### src/design/event_unit_pkg.sv
// Single 32-bit event word, bit 31 of STATUS is the emergency flag, core count fixed at 2
package event_unit_pkg;

   // ******************************************************************
   // Sizes
   // ******************************************************************
   // Cores served by the unit
   localparam int NUM_CORES   = 2;
   localparam int EVT_W       = 32;
   // Emergency flag position in the STATUS read word
   localparam int EMERG_BIT   = 31;
   localparam int GP_W        = 8;
   localparam int TMR_W       = 4;
   localparam int EXT_W       = 8;
   localparam int ADR_W       = 8;
   localparam int DAT_W       = 32;
   // Per-core register window, core n at n * CORE_STRIDE
   localparam int CORE_STRIDE = 32'h20;
   localparam int OFS_W       = $clog2(CORE_STRIDE);

   typedef logic [EVT_W-1:0] event_vec_t;
   typedef logic [ADR_W-1:0] wb_adr_t;
   typedef logic [DAT_W-1:0] wb_dat_t;

   // Register offsets inside a core window
   localparam logic [OFS_W-1:0] REG_MASK   = 'h00;
   localparam logic [OFS_W-1:0] REG_STATUS = 'h04;
   localparam logic [OFS_W-1:0] REG_CLEAR  = 'h08;
   localparam logic [OFS_W-1:0] REG_SLEEP  = 'h0C;
   localparam logic [OFS_W-1:0] REG_EMCLR  = 'h10;

   // Event sources, MSB first so barrier lands on bit 0
   typedef struct packed {
      logic [EXT_W-1:0] ext;
      logic             hwce;
      logic             dma;
      logic [TMR_W-1:0] tmr;
      logic [GP_W-1:0]  gp;
      logic             barrier;
   } evt_src_t;

   // Wishbone classic, master side
   typedef struct packed {
      logic    cyc;
      logic    stb;
      logic    we;
      wb_adr_t adr;
      wb_dat_t dat;
   } wb_req_t;

   // Wishbone classic, slave side
   typedef struct packed {
      logic    ack;
      wb_dat_t dat;
   } wb_rsp_t;

   typedef enum logic {RUN, SLEEP} sleep_state_t;

endpackage

### src/design/event_unit_mux.sv
// Rising edges only count as events; a clear wins over a simultaneous edge of the same bit
`timescale 1ns/10ps

module event_unit_mux (
   input  logic                       clk_i,
   input  logic                       rst_ni,
   input  event_unit_pkg::event_vec_t evt_i,
   input  logic                       emergency_i,
   input  logic                       mask_we_i,
   input  event_unit_pkg::event_vec_t mask_i,
   input  event_unit_pkg::event_vec_t clear_i,
   input  logic                       emerg_clear_i,
   output event_unit_pkg::event_vec_t mask_o,
   output event_unit_pkg::event_vec_t status_o,
   output logic                       emerg_status_o,
   output logic                       detect_o
);

   import event_unit_pkg::*;

   // Previous samples for edge detection
   event_vec_t evt_q;
   logic       emerg_q;
   // Rising edges seen this cycle
   event_vec_t evt_rise;
   logic       emerg_rise;
   // Buffered events and the per-core mask
   event_vec_t evt_buf_q;
   event_vec_t mask_q;
   logic       emerg_buf_q;

   // ******************************************************************
   // Edge detection
   // ******************************************************************
   always_ff @(posedge clk_i, negedge rst_ni)
   begin
      if (!rst_ni)
      begin
         evt_q   <= '0;
         emerg_q <= 1'b0;
      end
      else
      begin
         evt_q   <= evt_i;
         emerg_q <= emergency_i;
      end
   end

   // High now, low at the previous edge
   assign evt_rise   = evt_i & ~evt_q;
   assign emerg_rise = emergency_i & ~emerg_q;

   // ******************************************************************
   // Buffers and mask
   // ******************************************************************
   always_ff @(posedge clk_i, negedge rst_ni)
   begin
      if (!rst_ni)
      begin
         evt_buf_q   <= '0;
         emerg_buf_q <= 1'b0;
         mask_q      <= '0;
      end
      else
      begin
         // New edges merge into pending bits, clear masks both
         evt_buf_q   <= (evt_buf_q | evt_rise) & ~clear_i;
         emerg_buf_q <= (emerg_buf_q | emerg_rise) & ~emerg_clear_i;
         if (mask_we_i)
         begin
            mask_q <= mask_i;
         end
      end
   end

   assign mask_o         = mask_q;
   // Masked view recomputed from buffer, so a mask write exposes old edges
   assign status_o       = evt_buf_q & mask_q;
   assign emerg_status_o = emerg_buf_q;
   // Emergency bypasses the mask
   assign detect_o       = (|status_o) | emerg_buf_q;

   // Nothing reported outside the mask
   a_status_in_mask: assert property (@(posedge clk_i) disable iff (!rst_ni)
      (status_o & ~mask_o) == '0);

   // A cleared bit is gone one cycle later, even with a coincident rise
   a_clear_wins: assert property (@(posedge clk_i) disable iff (!rst_ni)
      (clear_i != '0) |=> ((evt_buf_q & $past(clear_i)) == '0));

endmodule

### src/design/event_unit_regs.sv
// Wishbone classic single access, one-cycle ack, unmapped offsets and cores read zero
`timescale 1ns/10ps

module event_unit_regs (
   input  logic                                   clk_i,
   input  logic                                   rst_ni,
   input  event_unit_pkg::wb_req_t                wb_i,
   input  event_unit_pkg::event_vec_t             mask_i [event_unit_pkg::NUM_CORES],
   input  event_unit_pkg::event_vec_t             status_i [event_unit_pkg::NUM_CORES],
   input  logic [event_unit_pkg::NUM_CORES-1:0]   emerg_status_i,
   output event_unit_pkg::wb_rsp_t                wb_o,
   output logic [event_unit_pkg::NUM_CORES-1:0]   mask_we_o,
   output event_unit_pkg::event_vec_t             mask_o,
   output event_unit_pkg::event_vec_t             clear_o [event_unit_pkg::NUM_CORES],
   output logic [event_unit_pkg::NUM_CORES-1:0]   emerg_clear_o,
   output logic [event_unit_pkg::NUM_CORES-1:0]   sleep_req_o
);

   import event_unit_pkg::*;

   localparam int CORE_SEL_W = ADR_W - OFS_W;

   // Address split into core window and offset
   logic [CORE_SEL_W-1:0] core_sel;
   logic [OFS_W-1:0]      ofs;
   // New request, not yet acked
   logic                  req;
   logic                  wr;
   logic                  ack_q;
   wb_dat_t               rdata_d;
   wb_dat_t               rdata_q;

   assign core_sel = wb_i.adr[ADR_W-1:OFS_W];
   assign ofs      = wb_i.adr[OFS_W-1:0];
   // Ack gates req so the still-high stb does not start a second access
   assign req      = wb_i.cyc & wb_i.stb & ~ack_q;
   assign wr       = req & wb_i.we;

   // Write data goes to every mux, the we strobe picks the core
   assign mask_o = wb_i.dat;

   // ******************************************************************
   // Write strobes, effective on the acking edge
   // ******************************************************************
   always_comb
   begin
      for (int c = 0; c < NUM_CORES; c++)
      begin
         mask_we_o[c]     = 1'b0;
         clear_o[c]       = '0;
         emerg_clear_o[c] = 1'b0;
         sleep_req_o[c]   = 1'b0;
         if (wr && core_sel == CORE_SEL_W'(c))
         begin
            case (ofs)
               REG_MASK:  mask_we_o[c]     = 1'b1;
               // Ones in the data select bits to drop
               REG_CLEAR: clear_o[c]       = wb_i.dat;
               REG_EMCLR: emerg_clear_o[c] = 1'b1;
               REG_SLEEP: sleep_req_o[c]   = 1'b1;
               default:   mask_we_o[c]     = 1'b0;
            endcase
         end
      end
   end

   // ******************************************************************
   // Read mux
   // ******************************************************************
   always_comb
   begin
      rdata_d = '0;
      for (int c = 0; c < NUM_CORES; c++)
      begin
         if (core_sel == CORE_SEL_W'(c))
         begin
            case (ofs)
               REG_MASK: rdata_d = mask_i[c];
               REG_STATUS:
               begin
                  rdata_d            = status_i[c];
                  rdata_d[EMERG_BIT] = emerg_status_i[c];
               end
               default:  rdata_d = '0;
            endcase
         end
      end
   end

   always_ff @(posedge clk_i, negedge rst_ni)
   begin
      if (!rst_ni)
      begin
         ack_q <= 1'b0;
      end
      else
      begin
         ack_q <= req;
      end
   end

   // Read data held for the ack cycle
   always_ff @(posedge clk_i)
   begin
      if (req && !wb_i.we)
      begin
         rdata_q <= rdata_d;
      end
   end

   assign wb_o = '{ack: ack_q, dat: rdata_q};

   // Single-cycle ack per access
   a_ack_single: assert property (@(posedge clk_i) disable iff (!rst_ni)
      ack_q |=> !ack_q);

   // Master keeps the cycle open until ack
   a_ack_in_cyc: assert property (@(posedge clk_i) disable iff (!rst_ni)
      ack_q |-> wb_i.cyc);

endmodule

### src/design/event_unit_sleep_ctrl.sv
// Produces an enable only, no clock gating cell; a sleep request with a pending event is dropped
`timescale 1ns/10ps

module event_unit_sleep_ctrl (
   input  logic clk_i,
   input  logic rst_ni,
   input  logic sleep_req_i,
   input  logic wake_i,
   output logic clk_en_o
);

   import event_unit_pkg::*;

   sleep_state_t state_q;
   sleep_state_t state_d;

   // ******************************************************************
   // Run/sleep FSM
   // ******************************************************************
   always_comb
   begin
      state_d = state_q;
      case (state_q)
         RUN:
         begin
            // Pending event blocks the request
            if (sleep_req_i && !wake_i)
            begin
               state_d = SLEEP;
            end
         end
         SLEEP:
         begin
            if (wake_i)
            begin
               state_d = RUN;
            end
         end
         default: state_d = RUN;
      endcase
   end

   // Cores come out of reset running
   always_ff @(posedge clk_i, negedge rst_ni)
   begin
      if (!rst_ni)
      begin
         state_q <= RUN;
      end
      else
      begin
         state_q <= state_d;
      end
   end

   assign clk_en_o = (state_q == RUN);

   // Detect at an edge ends sleep on that edge
   a_wake: assert property (@(posedge clk_i) disable iff (!rst_ni)
      (state_q == SLEEP && wake_i) |=> (state_q == RUN));

endmodule

### src/design/event_unit_top.sv
// Lower 32-bit event half only; all sources and the emergency line are shared by every core
`timescale 1ns/10ps

module event_unit_top (
   input  logic                                 clk_i,
   input  logic                                 rst_ni,
   input  event_unit_pkg::wb_req_t              wb_i,
   input  event_unit_pkg::evt_src_t             evt_i,
   input  logic                                 emergency_i,
   output event_unit_pkg::wb_rsp_t              wb_o,
   output logic [event_unit_pkg::NUM_CORES-1:0] irq_o,
   output logic [event_unit_pkg::NUM_CORES-1:0] core_clk_en_o
);

   import event_unit_pkg::*;

   // Unused upper bits of the event word
   localparam int PAD_W = EVT_W - $bits(evt_src_t);

   event_vec_t             evt_vec;
   event_vec_t             mask_wdata;
   event_vec_t             mask_rd [NUM_CORES];
   event_vec_t             status [NUM_CORES];
   event_vec_t             clear [NUM_CORES];
   logic [NUM_CORES-1:0]   mask_we;
   logic [NUM_CORES-1:0]   emerg_status;
   logic [NUM_CORES-1:0]   emerg_clear;
   logic [NUM_CORES-1:0]   sleep_req;
   logic [NUM_CORES-1:0]   detect;

   // Barrier at bit 0, then gp, tmr, dma, hwce, ext
   assign evt_vec = {{PAD_W{1'b0}}, evt_i.ext, evt_i.hwce, evt_i.dma,
                     evt_i.tmr, evt_i.gp, evt_i.barrier};

   event_unit_regs u_regs (
      .clk_i          (clk_i),
      .rst_ni         (rst_ni),
      .wb_i           (wb_i),
      .mask_i         (mask_rd),
      .status_i       (status),
      .emerg_status_i (emerg_status),
      .wb_o           (wb_o),
      .mask_we_o      (mask_we),
      .mask_o         (mask_wdata),
      .clear_o        (clear),
      .emerg_clear_o  (emerg_clear),
      .sleep_req_o    (sleep_req)
   );

   // ******************************************************************
   // Per-core slices
   // ******************************************************************
   for (genvar g = 0; g < NUM_CORES; g++)
   begin : g_core
      event_unit_mux u_mux (
         .clk_i          (clk_i),
         .rst_ni         (rst_ni),
         .evt_i          (evt_vec),
         .emergency_i    (emergency_i),
         .mask_we_i      (mask_we[g]),
         .mask_i         (mask_wdata),
         .clear_i        (clear[g]),
         .emerg_clear_i  (emerg_clear[g]),
         .mask_o         (mask_rd[g]),
         .status_o       (status[g]),
         .emerg_status_o (emerg_status[g]),
         .detect_o       (detect[g])
      );

      event_unit_sleep_ctrl u_sleep (
         .clk_i       (clk_i),
         .rst_ni      (rst_ni),
         .sleep_req_i (sleep_req[g]),
         .wake_i      (detect[g]),
         .clk_en_o    (core_clk_en_o[g])
      );
   end

   assign irq_o = detect;

endmodule

### config.mk
export PLATFORM = sky130hd
export DESIGN_NAME = event_unit_top
export DESIGN_NICKNAME = d
export VERILOG_FILES = /design/src/design/event_unit_pkg.sv /design/src/design/event_unit_mux.sv /design/src/design/event_unit_regs.sv /design/src/design/event_unit_sleep_ctrl.sv /design/src/design/event_unit_top.sv
export SDC_FILE = /design/constraint.sdc
export NUM_CORES = 1
export LEC_CHECK = 0
export BUFFER_PORTS_ARGS = -buffer_cell sky130_fd_sc_hd__buf_2
export CAP_MARGIN = 20
export CORE_ASPECT_RATIO = 1.75
export CORE_MARGIN = 5
export CORE_UTILIZATION = 35
export DETAILED_ROUTE_END_ITERATION = 16
export PLACE_DENSITY = 0.54
export SLEW_MARGIN = 25
export SYNTH_ARGS = -nofsm -noshare
export SYNTH_HDL_FRONTEND = slang
export SYNTH_SLANG_ARGS = --single-unit
### constraint.sdc
create_clock -name clk_i -period 2.8 [get_ports clk_i]
set_input_delay 0.56 -clock clk_i [delete_from_list [all_inputs] [get_ports clk_i]]
set_output_delay 0.56 -clock clk_i [all_outputs]
set_load 0.005 [all_outputs]
==> results of run 1 <==
-- critical path, cell delays in order (launching register included) --
cell	delay, ps
dfrtp_1	390
a22oi_1	370
nand4_1	140
nor3_1	320
nand3_1	160
buf_2	160
-- power breakdown --
group	switching, mW	internal [mW]
Sequential	0.0195	2.83
Clock	1.02	1.40
Combinational	0.174	0.109
-- path summary, 6_finish.rpt --
check                                                            start                                     end  slack (ps)  cells past startpoint
worst max-delay path            g_core[0].u_mux.mask_o[11]$_DFFE_PN0P_                                irq_o[0]         260                      5
worst min-delay path                                            rst_ni     g_core[1].u_mux.evt_q[19]$_DFF_PN0_          80                      1
worst max register to register                  u_regs.ack_q$_DFF_PN0_   g_core[1].u_mux.mask_o[0]$_DFFE_PN0P_         830                      5
max in group asynchronous                                       rst_ni      g_core[1].u_mux.evt_q[9]$_DFF_PN0_        2030                      2
min in group clk_i                                            evt_i[1]      g_core[1].u_mux.evt_q[1]$_DFF_PN0_         230                      1
worst min register to register      g_core[1].u_mux.evt_q[7]$_DFF_PN0_  g_core[0].u_mux.evt_buf_q[7]$_DFF_PN0_         520                      3
-- registers in the layout, indices dropped and copies added (netlist names) --
register	cells
g_core.u_mux.emerg_q	1
g_core.u_mux.emerg_status_o	2
g_core.u_mux.evt_buf_q	64
g_core.u_mux.evt_q	23
g_core.u_mux.mask_o	64
g_core.u_sleep.state_q	2
u_regs.ack_q	1
u_regs.rdata_q	32
-- routing by layer --
layer,vias up,GRT usage (%),part of all wire [%]
met5,-,0,0
met4,0,5.78,2.1
met1,2976,21.0,41
met2,163,30.6,53
li1,2498,-,-
met3,28,3.96,4.3
-- metrics by stage --
stage | power [mW] | hold slack (ps) | setup slack [ps]
after floorplan | 3.00 | 264 | 27.9
after global placement | 3.18 | 510 | 502
after detailed placement | 3.19 | 516 | 459
after CTS | 5.62 | 73.3 | 216
after global routing | 5.75 | 95.3 | 85.3
final | 5.55 | 78.6 | 256
-- cell type report --
class | count | area (um^2)
Multi-Input combinational cell | 396 | 3180
Inverter | 2 | 7.51
Antenna cell | 1 | 2.50
Clock inverter | 6 | 55.1
Fill cell | 2162 | 13700
Tap cell | 304 | 380
Sequential cell | 189 | 4890
Clock buffer | 26 | 532
Timing Repair Buffer | 119 | 724
-- cells by family (layout without fill, tap and decap cells) --
kind of cell / Yosys count / after routing / share of synthesized area [%]
AO/OA/AOI/OAI: 196 / 196 / 17.3
buffers and inverters: 40 / 153 / 3.22
flip-flops: 189 / 189 / 58.9
multiplexers: 64 / 64 / 11.4
other: 0 / 1 / 0
AND/OR/NAND/NOR: 136 / 136 / 9.19
-- cells in the final DEF, fill, tap and decap left out, drive strengths merged, types with 3 or more instances in the layout --
cell,synthesis,final
dfrtp,157,157
buf,28,119
mux2,64,64
a21o,62,62
a21oi,48,48
nor2,48,48
edfxtp,32,32
and2,31,31
a32o,31,31
a22oi,28,28
clkbuf,10,26
nor2b,25,25
a21boi,18,18
nand2,7,7
nand3,6,6
clkinv,0,5
nor3,4,4
and3,3,3
a22o,3,3
==> flow_summary.json, run 1 <==
{
  "timing.final.hold_violations": 0,
  "power.density_nw_per_um2": 568,
  "timing.fmax_mhz": 393,
  "clk_latency_ps": 440,
  "grt_pass1_wl_um": 35600,
  "fin_area_um2": 9770,
  "hold_path_class": "in -> async",
  "async_reset_ff_share_pct": 83.1,
  "yosysTopAreaCell": "dfrtp_1",
  "dp_hpwl_um": 15500,
  "grtUsageTotal_pct": 17.4,
  "placement_rows": 74,
  "tightestPinTransition_ps": 693,
  "placed_cells": 1010,
  "fin_crit_ps": 2540,
  "layout.nets": 794,
  "grt_max_degree": 58,
  "yosys_warnings": 0,
  "rsz0062_at_grt": "false",
  "synth_edf_count": 32,
  "io_pins": 106,
  "startpoint_type": "flop",
  "synth_seq_cells": 189,
  "avgSynthCellArea_um2": 13.3,
  "num_vias": 5665,
  "cts_sinks": 189,
  "arrival_ps": 1980,
  "drt_iter0_drc": 450,
  "gp_congestion": 0.797,
  "die_h_um": 214,
  "outcome": "finished, final reports clean",
  "cts_tree": "yes",
  "postCtsHoldBufs": 0,
  "p_leak_nw": 4.81,
  "slew_headroom_pct": 53.8,
  "cp_max_fo": 3,
  "die_x_um": 126,
  "overflow": 0,
  "post_cts_buffers": 0,
  "ant_nets": 0,
  "antenna_found_initial": 1,
  "firstDrtPassIters": 5,
  "clock_skew_ps": 6.84,
  "clk_pin_slew_worst_paths_ps": 70,
  "drive_gt1_share_pct": 29.9,
  "cts_root_buffer": "clkbuf_16",
  "core_um2": 23400,
  "irDropWorstVdd_uv": 402,
  "io_buffers": 105,
  "fin_util_pct": 41.7,
  "syn_nets": 694,
  "grt_pass1_vias": 6025,
  "final_cell_count_no_fill": 1043,
  "wl_um": 23100,
  "dpl_cell_area_um2": 9180,
  "vias_per_cell": 5.43,
  "finalMaxSlewViolations": 0,
  "synth_commonest_cells": "dfrtp_1 (157), a21o_1 (62), mux2_4 (60)",
  "synthFlopType": "dfrtp_1",
  "ctsResizeCount": 0,
  "area_growth_pct": 17.6,
  "htreeDepth": 4,
  "synth_area_leaders": "dfrtp_1 (47%), edfxtp_1 (12%), mux2_4 (11%)",
  "die-area_um2": 27000,
  "synth.most_common_cell": "dfrtp_1",
  "wl_per_cell_um": 22.1,
  "start_util_pct": 35.5,
  "finalSetupViolations": 0,
  "netlist_instances": 625,
  "drc_errors": 0,
  "crit_required_ps": 2240,
  "worstSetupEndpointType": "primary output",
  "setup_tns_ps": 0,
  "post-route-period-util_pct": 90.8,
  "synthDominantCellAreaShare_pct": 47.3,
  "synth_cell_types": 35,
  "synthesis.area_um2": 8310,
  "cts.path.max_buffers": 2,
  "cts_buffers": 17,
  "crit_type": "reg -> out",
  "ys_seq_area_share_pct": 58.9,
  "max_cap_viol_count": 0
}
No activity file was read; power rests on OpenSTA's default activity.
==> inputs of run 2 (changes only) <==
CELL_PAD_IN_SITES_DETAIL_PLACEMENT = 2   (was not set)
CELL_PAD_IN_SITES_GLOBAL_PLACEMENT = 2   (was not set)
PLACE_DENSITY = 0.73   (was 0.54)
==> run 2 against run 1 <==
  * Largest cell class unchanged
  * Die area unchanged
  * Register-to-register slack barely moved
  * Critical path type unchanged
  * Critical endpoint unchanged
  * Design area down 0.47%
  * Largest power group unchanged
==> flow_summary.json, run 2 (same netlist as run 1, synthesis figures left out) <==
{
  "max_cap_viol_count": 0,
  "final_common_cell": "dfrtp_1",
  "dp_hpwl_um": 18100,
  "endpoint": "irq_o[0]",
  "area_growth_pct": 17.0,
  "antenna_found_initial": 1,
  "fin_crit_ps": 2640,
  "vias_per_cell": 5.49,
  "cp_max_fo": 3,
  "cts_root_buffer": "clkbuf_16",
  "postCtsHoldBufs": 0,
  "reg2reg_depth": 5,
  "grt_pass1_wl_um": 40600,
  "rsz0062_at_grt": "false",
  "cts_tree": "yes",
  "ctsResizeCount": 0,
  "regToRegStartpoint": "u_regs.ack_q$_DFF_PN0_",
  "diodes": 0,
  "cts_buffers": 17,
  "io_buffers": 105,
  "outcome": "finished, final reports clean",
  "placement_rows": 74,
  "p_sw_mw": 1.24,
  "dpl_cell_area_um2": 9170,
  "setup_tns_ps": 0,
  "slew_headroom_pct": 53.6,
  "clock_skew_ps": 8.07,
  "tightestPinTransition_ps": 696,
  "hold_path_class": "in -> async",
  "fin_area_um2": 9720,
  "die_x_um": 126,
  "worstSetupEndpointType": "primary output",
  "wl_um": 26100,
  "timing.hold.ws_ps": 73.4,
  "gp_congestion": 0.795,
  "die-area_um2": 27000,
  "drt_iter0_drc": 205,
  "post-route-period-util_pct": 94.2,
  "rrSetupSlack_ps": 820,
  "timing.final.hold_violations": 0,
  "cts.path.max_buffers": 2,
  "timing.fmax_mhz": 379,
  "final_cell_mix": "dfrtp_1 (157), buf_2 (104), a21o_1 (62)",
  "arrival_ps": 2080,
  "r2r-end": "g_core[0].u_mux.mask_o[30]$_DFFE_PN0P_",
  "finalSetupViolations": 0,
  "cts_sinks": 189,
  "grtUsageTotal_pct": 19.9,
  "p_leak_nw": 4.78,
  "grt_max_degree": 62,
  "drive_gt1_share_pct": 29.9,
  "htreeDepth": 4,
  "irDropWorstVdd_uv": 400,
  "p_sw_share_pct": 22.7,
  "io_pins": 106,
  "crit_type": "reg -> out",
  "startpoint_type": "flop",
  "pwr-share-comb_pct": 5.3,
  "p_int_mw": 4.23,
  "wl_per_cell_um": 25.1,
  "start_util_pct": 35.5,
  "finalMaxSlewViolations": 0,
  "ant_nets": 0,
  "clk_pin_slew_worst_paths_ps": 70,
  "power.density_nw_per_um2": 563,
  "clock_power_share_pct": 42.5,
  "overflow": 0,
  "startpoint": "g_core[0].u_mux.mask_o[18]$_DFFE_PN0P_",
  "clk_latency_ps": 450,
  "post_cts_buffers": 0,
  "grt_pass1_vias": 6678,
  "num_vias": 5731,
  "crit_required_ps": 2240,
  "core_um2": 23400,
  "drc_errors": 0,
  "layout.nets": 795,
  "firstDrtPassIters": 4,
  "p_seq_share_pct": 52.2,
  "die_h_um": 214
}
## run 2: cell type report
class                      instances  area [um^2]
inverter                           2         7.51
clock buffer                      25          485
sequential                       189         4890
clock inverter                     7         62.6
fill                            2354        13700
multi-input combinational        396         3180
timing repair buffer             120          719
tap                              304          380
## run 2: through the flow
| stage | setup WS, ps | instances | power (mW) | utilization (%) |
|---|---|---|---|---|
| 2_1_floorplan | 27.9 | 625 | 3.00 | - |
| 3_3_place_gp | 470 | 1011 | 3.18 | 39.2 |
| 3_5_place_dp | 428 | 1011 | 3.20 | 39.2 |
| 4_1_cts | 105 | 1043 | 5.53 | 41.5 |
| 5_1_grt | 49.9 | 1043 | 5.67 | 41.5 |
| 6_report | 163 | 1043 | 5.47 | 41.5 |
## run 2: worst min-delay path by stage
| stage | start | to | slack [ps] | depth (start not counted) |
|---|---|---|---|---|
| 5_1_grt | rst_ni | g_core[1].u_mux.evt_q[16]$_DFF_PN0_ | 140 | 1 |
| 4_1_cts | rst_ni | g_core[1].u_mux.evt_q[16]$_DFF_PN0_ | 100 | 1 |
| 2_1_floorplan | rst_ni | g_core[0].u_mux.emerg_status_o$_DFF_PN0_ | 260 | 0 |
| 3_3_place_gp | g_core[1].u_mux.evt_q[8]$_DFF_PN0_ | g_core[1].u_mux.evt_buf_q[8]$_DFF_PN0_ | 510 | 3 |
| 6_report | rst_ni | g_core[1].u_mux.evt_q[16]$_DFF_PN0_ | 70 | 1 |
| 3_5_place_dp | g_core[0].u_mux.mask_o[11]$_DFFE_PN0P_ | g_core[0].u_mux.mask_o[11]$_DFFE_PN0P_ | 520 | 1 |
## run 2: per-layer routing
layer	up-vias	wire, um	global-route usage, %
met5	-	0	0
met1	3058	10100	22.5
li1	2499	-	-
met2	135	14500	36.5
met4	0	760	8.33
met3	39	825	3.84
## run 2: power by group through the flow
stage / registers, mW / clock network, mW / logic [mW]
global route: 2.85 / 2.49 / 0.320
floorplan: 2.90 / 0 / 0.0998
finish: 2.85 / 2.33 / 0.289
CTS: 2.85 / 2.38 / 0.297
global placement: 2.90 / 0 / 0.281
detailed placement: 2.91 / 0 / 0.295
## run 2: worst max-delay path, cell delays in order, from the launching register on
cell	delay [ps]
dfrtp_1	400
a22oi_1	280
nand4_1	130
nor3_1	490
nand3_1	170
buf_2	160
==> inputs of run 3 (changes only) <==
ABC_AREA = 1   (was not set)
CORE_UTILIZATION = 32   (was 35)
PLACE_DENSITY = 0.75   (was 0.73)
==> run 3 against run 2 <==
  * Register-to-register slack gained 260 ps
  * Combinational power is essentially flat
  * Maximum frequency grew 11%
  * Count of clock-buffer cells in the layout shrank 3
  * Clock skew shrank 1.6 ps
  * Die area grew 8.4%
  * Setup slack gained 250 ps
  * Global-route usage shrank 0.95 points
  * Power grew 1.9%
  * Highest routed layer unchanged
==> flow_summary.json, run 3 <==
{
  "grt_pass1_vias": 7902,
  "die_h_um": 223,
  "synth_area_leaders": "dfrtp_1 (47%), edfxtp_1 (12%), nand2_1 (11%)",
  "drc_errors": 0,
  "ctsResizeCount": 0,
  "clk_pin_slew_worst_paths_ps": 60,
  "vias_per_cell": 5.01,
  "worstSetupEndpointType": "primary output",
  "syn_nets": 1023,
  "crit_required_ps": 2240,
  "post_cts_buffers": 0,
  "netlist_instances": 954,
  "reg2reg_depth": 7,
  "htreeDepth": 4,
  "grt_max_degree": 65,
  "max_cap_viol_count": 0,
  "synth_commonest_cells": "nand2_1 (245), dfrtp_1 (157), inv_1 (117)",
  "cts_tree": "yes",
  "power.density_nw_per_um2": 573,
  "area_growth_pct": 17.6,
  "wl_per_cell_um": 19.5,
  "final_cell_count_no_fill": 1384,
  "clock_skew_ps": 6.49,
  "p_leak_nw": 4.78,
  "placement_rows": 78,
  "firstDrtPassIters": 6,
  "final_common_cell": "nand2_1",
  "crit_type": "reg -> out",
  "async_reset_ff_share_pct": 83.1,
  "slew_headroom_pct": 60.2,
  "cts_buffers": 17,
  "dp_hpwl_um": 18200,
  "nFillCells": 2986,
  "synthFlopType": "dfrtp_1",
  "grt_pass1_wl_um": 43400,
  "clk_latency_ps": 450,
  "timing.final.hold_violations": 0,
  "fin_crit_ps": 2380,
  "drt_iter0_drc": 258,
  "core_um2": 25800,
  "ys_seq_area_share_pct": 59.1,
  "cp_max_fo": 3,
  "r2r-end": "g_core[0].u_mux.mask_o[31]$_DFFE_PN0P_",
  "regToRegStartpoint": "u_regs.ack_q$_DFF_PN0_",
  "gp_congestion": 0.742,
  "pre_cts_ws_ps": 663,
  "fin_ws_ps": 418,
  "outcome": "finished, final reports clean",
  "die_x_um": 132,
  "io_buffers": 105,
  "startpoint_type": "flop",
  "placed_cells": 1353,
  "io_pins": 106,
  "synth_edf_count": 32,
  "postCtsHoldBufs": 0,
  "hold_path_class": "in -> async",
  "diodes": 0,
  "post-route-period-util_pct": 85.1,
  "synth.most_common_cell": "nand2_1",
  "num_vias": 6933,
  "synthDominantCellAreaShare_pct": 47.5,
  "layout.nets": 1121,
  "die-area_um2": 29300,
  "drive_gt1_share_pct": 15.0,
  "antenna_found_initial": 0,
  "cts_sinks": 189,
  "avgSynthCellArea_um2": 8.67,
  "synth_cell_types": 24,
  "yosys_warnings": 0,
  "start_util_pct": 32.1,
  "ant_nets": 0,
  "final_cell_mix": "nand2_1 (245), dfrtp_1 (157), inv_1 (117)",
  "synth_seq_cells": 189,
  "finalMaxSlewViolations": 0,
  "cts.path.max_buffers": 2,
  "wl_um": 27000,
  "synthesis.area_um2": 8270,
  "overflow": 0,
  "grtUsageTotal_pct": 19.0,
  "cts_root_buffer": "clkbuf_16",
  "arrival_ps": 1820,
  "timing.fmax_mhz": 420,
  "tightestPinTransition_ps": 597,
  "yosysTopAreaCell": "dfrtp_1",
  "setup_tns_ps": 0,
  "rsz0062_at_grt": "false",
  "rrSetupSlack_ps": 1080,
  "irDropWorstVdd_uv": 407,
  "finalSetupViolations": 0
}
## run 3: final cells by class
type	instances	area, um^2	area share [%]
clock inverter	9	92.6	0.952
multi-input combinational	604	2720	27.9
inverter	117	439	4.51
sequential	189	4890	50.3
clock buffer	22	474	4.87
timing repair buffer	123	717	7.37
tap	320	400	4.11
## run 3: critical path, stage by stage (launching register included)
cell	delay (ps)
dfrtp_1	410
nand2_1	80
nand2_1	70
nor2_1	100
nand2_1	90
nor2_1	250
nand3_1	200
buf_2	170
## run 3: worst max path at each step
stage / end / start / cells after the start
after global routing: irq_o[1] / g_core[1].u_mux.mask_o[8]$_DFFE_PN0P_ / 7
after CTS: irq_o[1] / g_core[1].u_mux.mask_o[9]$_DFFE_PN0P_ / 7
after detailed placement: g_core[1].u_mux.mask_o[30]$_DFFE_PN0P_ / wb_i[33] / 9
after floorplan: u_regs.rdata_q[0]$_DFFE_PP_ / wb_i[41] / 2
final: irq_o[1] / g_core[1].u_mux.mask_o[8]$_DFFE_PN0P_ / 7
after global placement: g_core[1].u_mux.mask_o[15]$_DFFE_PN0P_ / wb_i[33] / 9
## run 3: report_power, final
group          internal [mW]  switching, mW  total, mW
clock network           1.37           1.06       2.42
registers               2.83         0.0220       2.86
logic                 0.0843          0.207      0.291
total                   4.28           1.29       5.57
## run 3: kinds of logic (layout without fill, tap and decap cells)
kind of cell           Yosys count  in the layout  synth area share (%)
AND/OR/NAND/NOR                360            360                  17.8
buffers and inverters          161            271                  8.23
flip-flops                     189            189                  59.1
AO/OA/AOI/OAI                  244            244                  14.8
## run 3: stage by stage
stage               util [%]  instance area (um^2)  hold WS (ps)  power [mW]
floorplan                  -                  8290           264        3.01
global placement        35.6                  9160           494        3.20
detailed placement      35.6                  9160           511        3.21
CTS                     37.8                  9730           104        5.65
global route            37.8                  9730           118        5.79
finish                  37.8                  9730          91.2        5.57
## run 3: metal layers
| layer | share of wire [%] | track usage [%] |
|---|---|---|
| met3 | 2.8 | 3.96 |
| met1 | 40 | 20.9 |
| met4 | 2.4 | 6.54 |
| met2 | 55 | 35.6 |
| met5 | 0 | 0 |
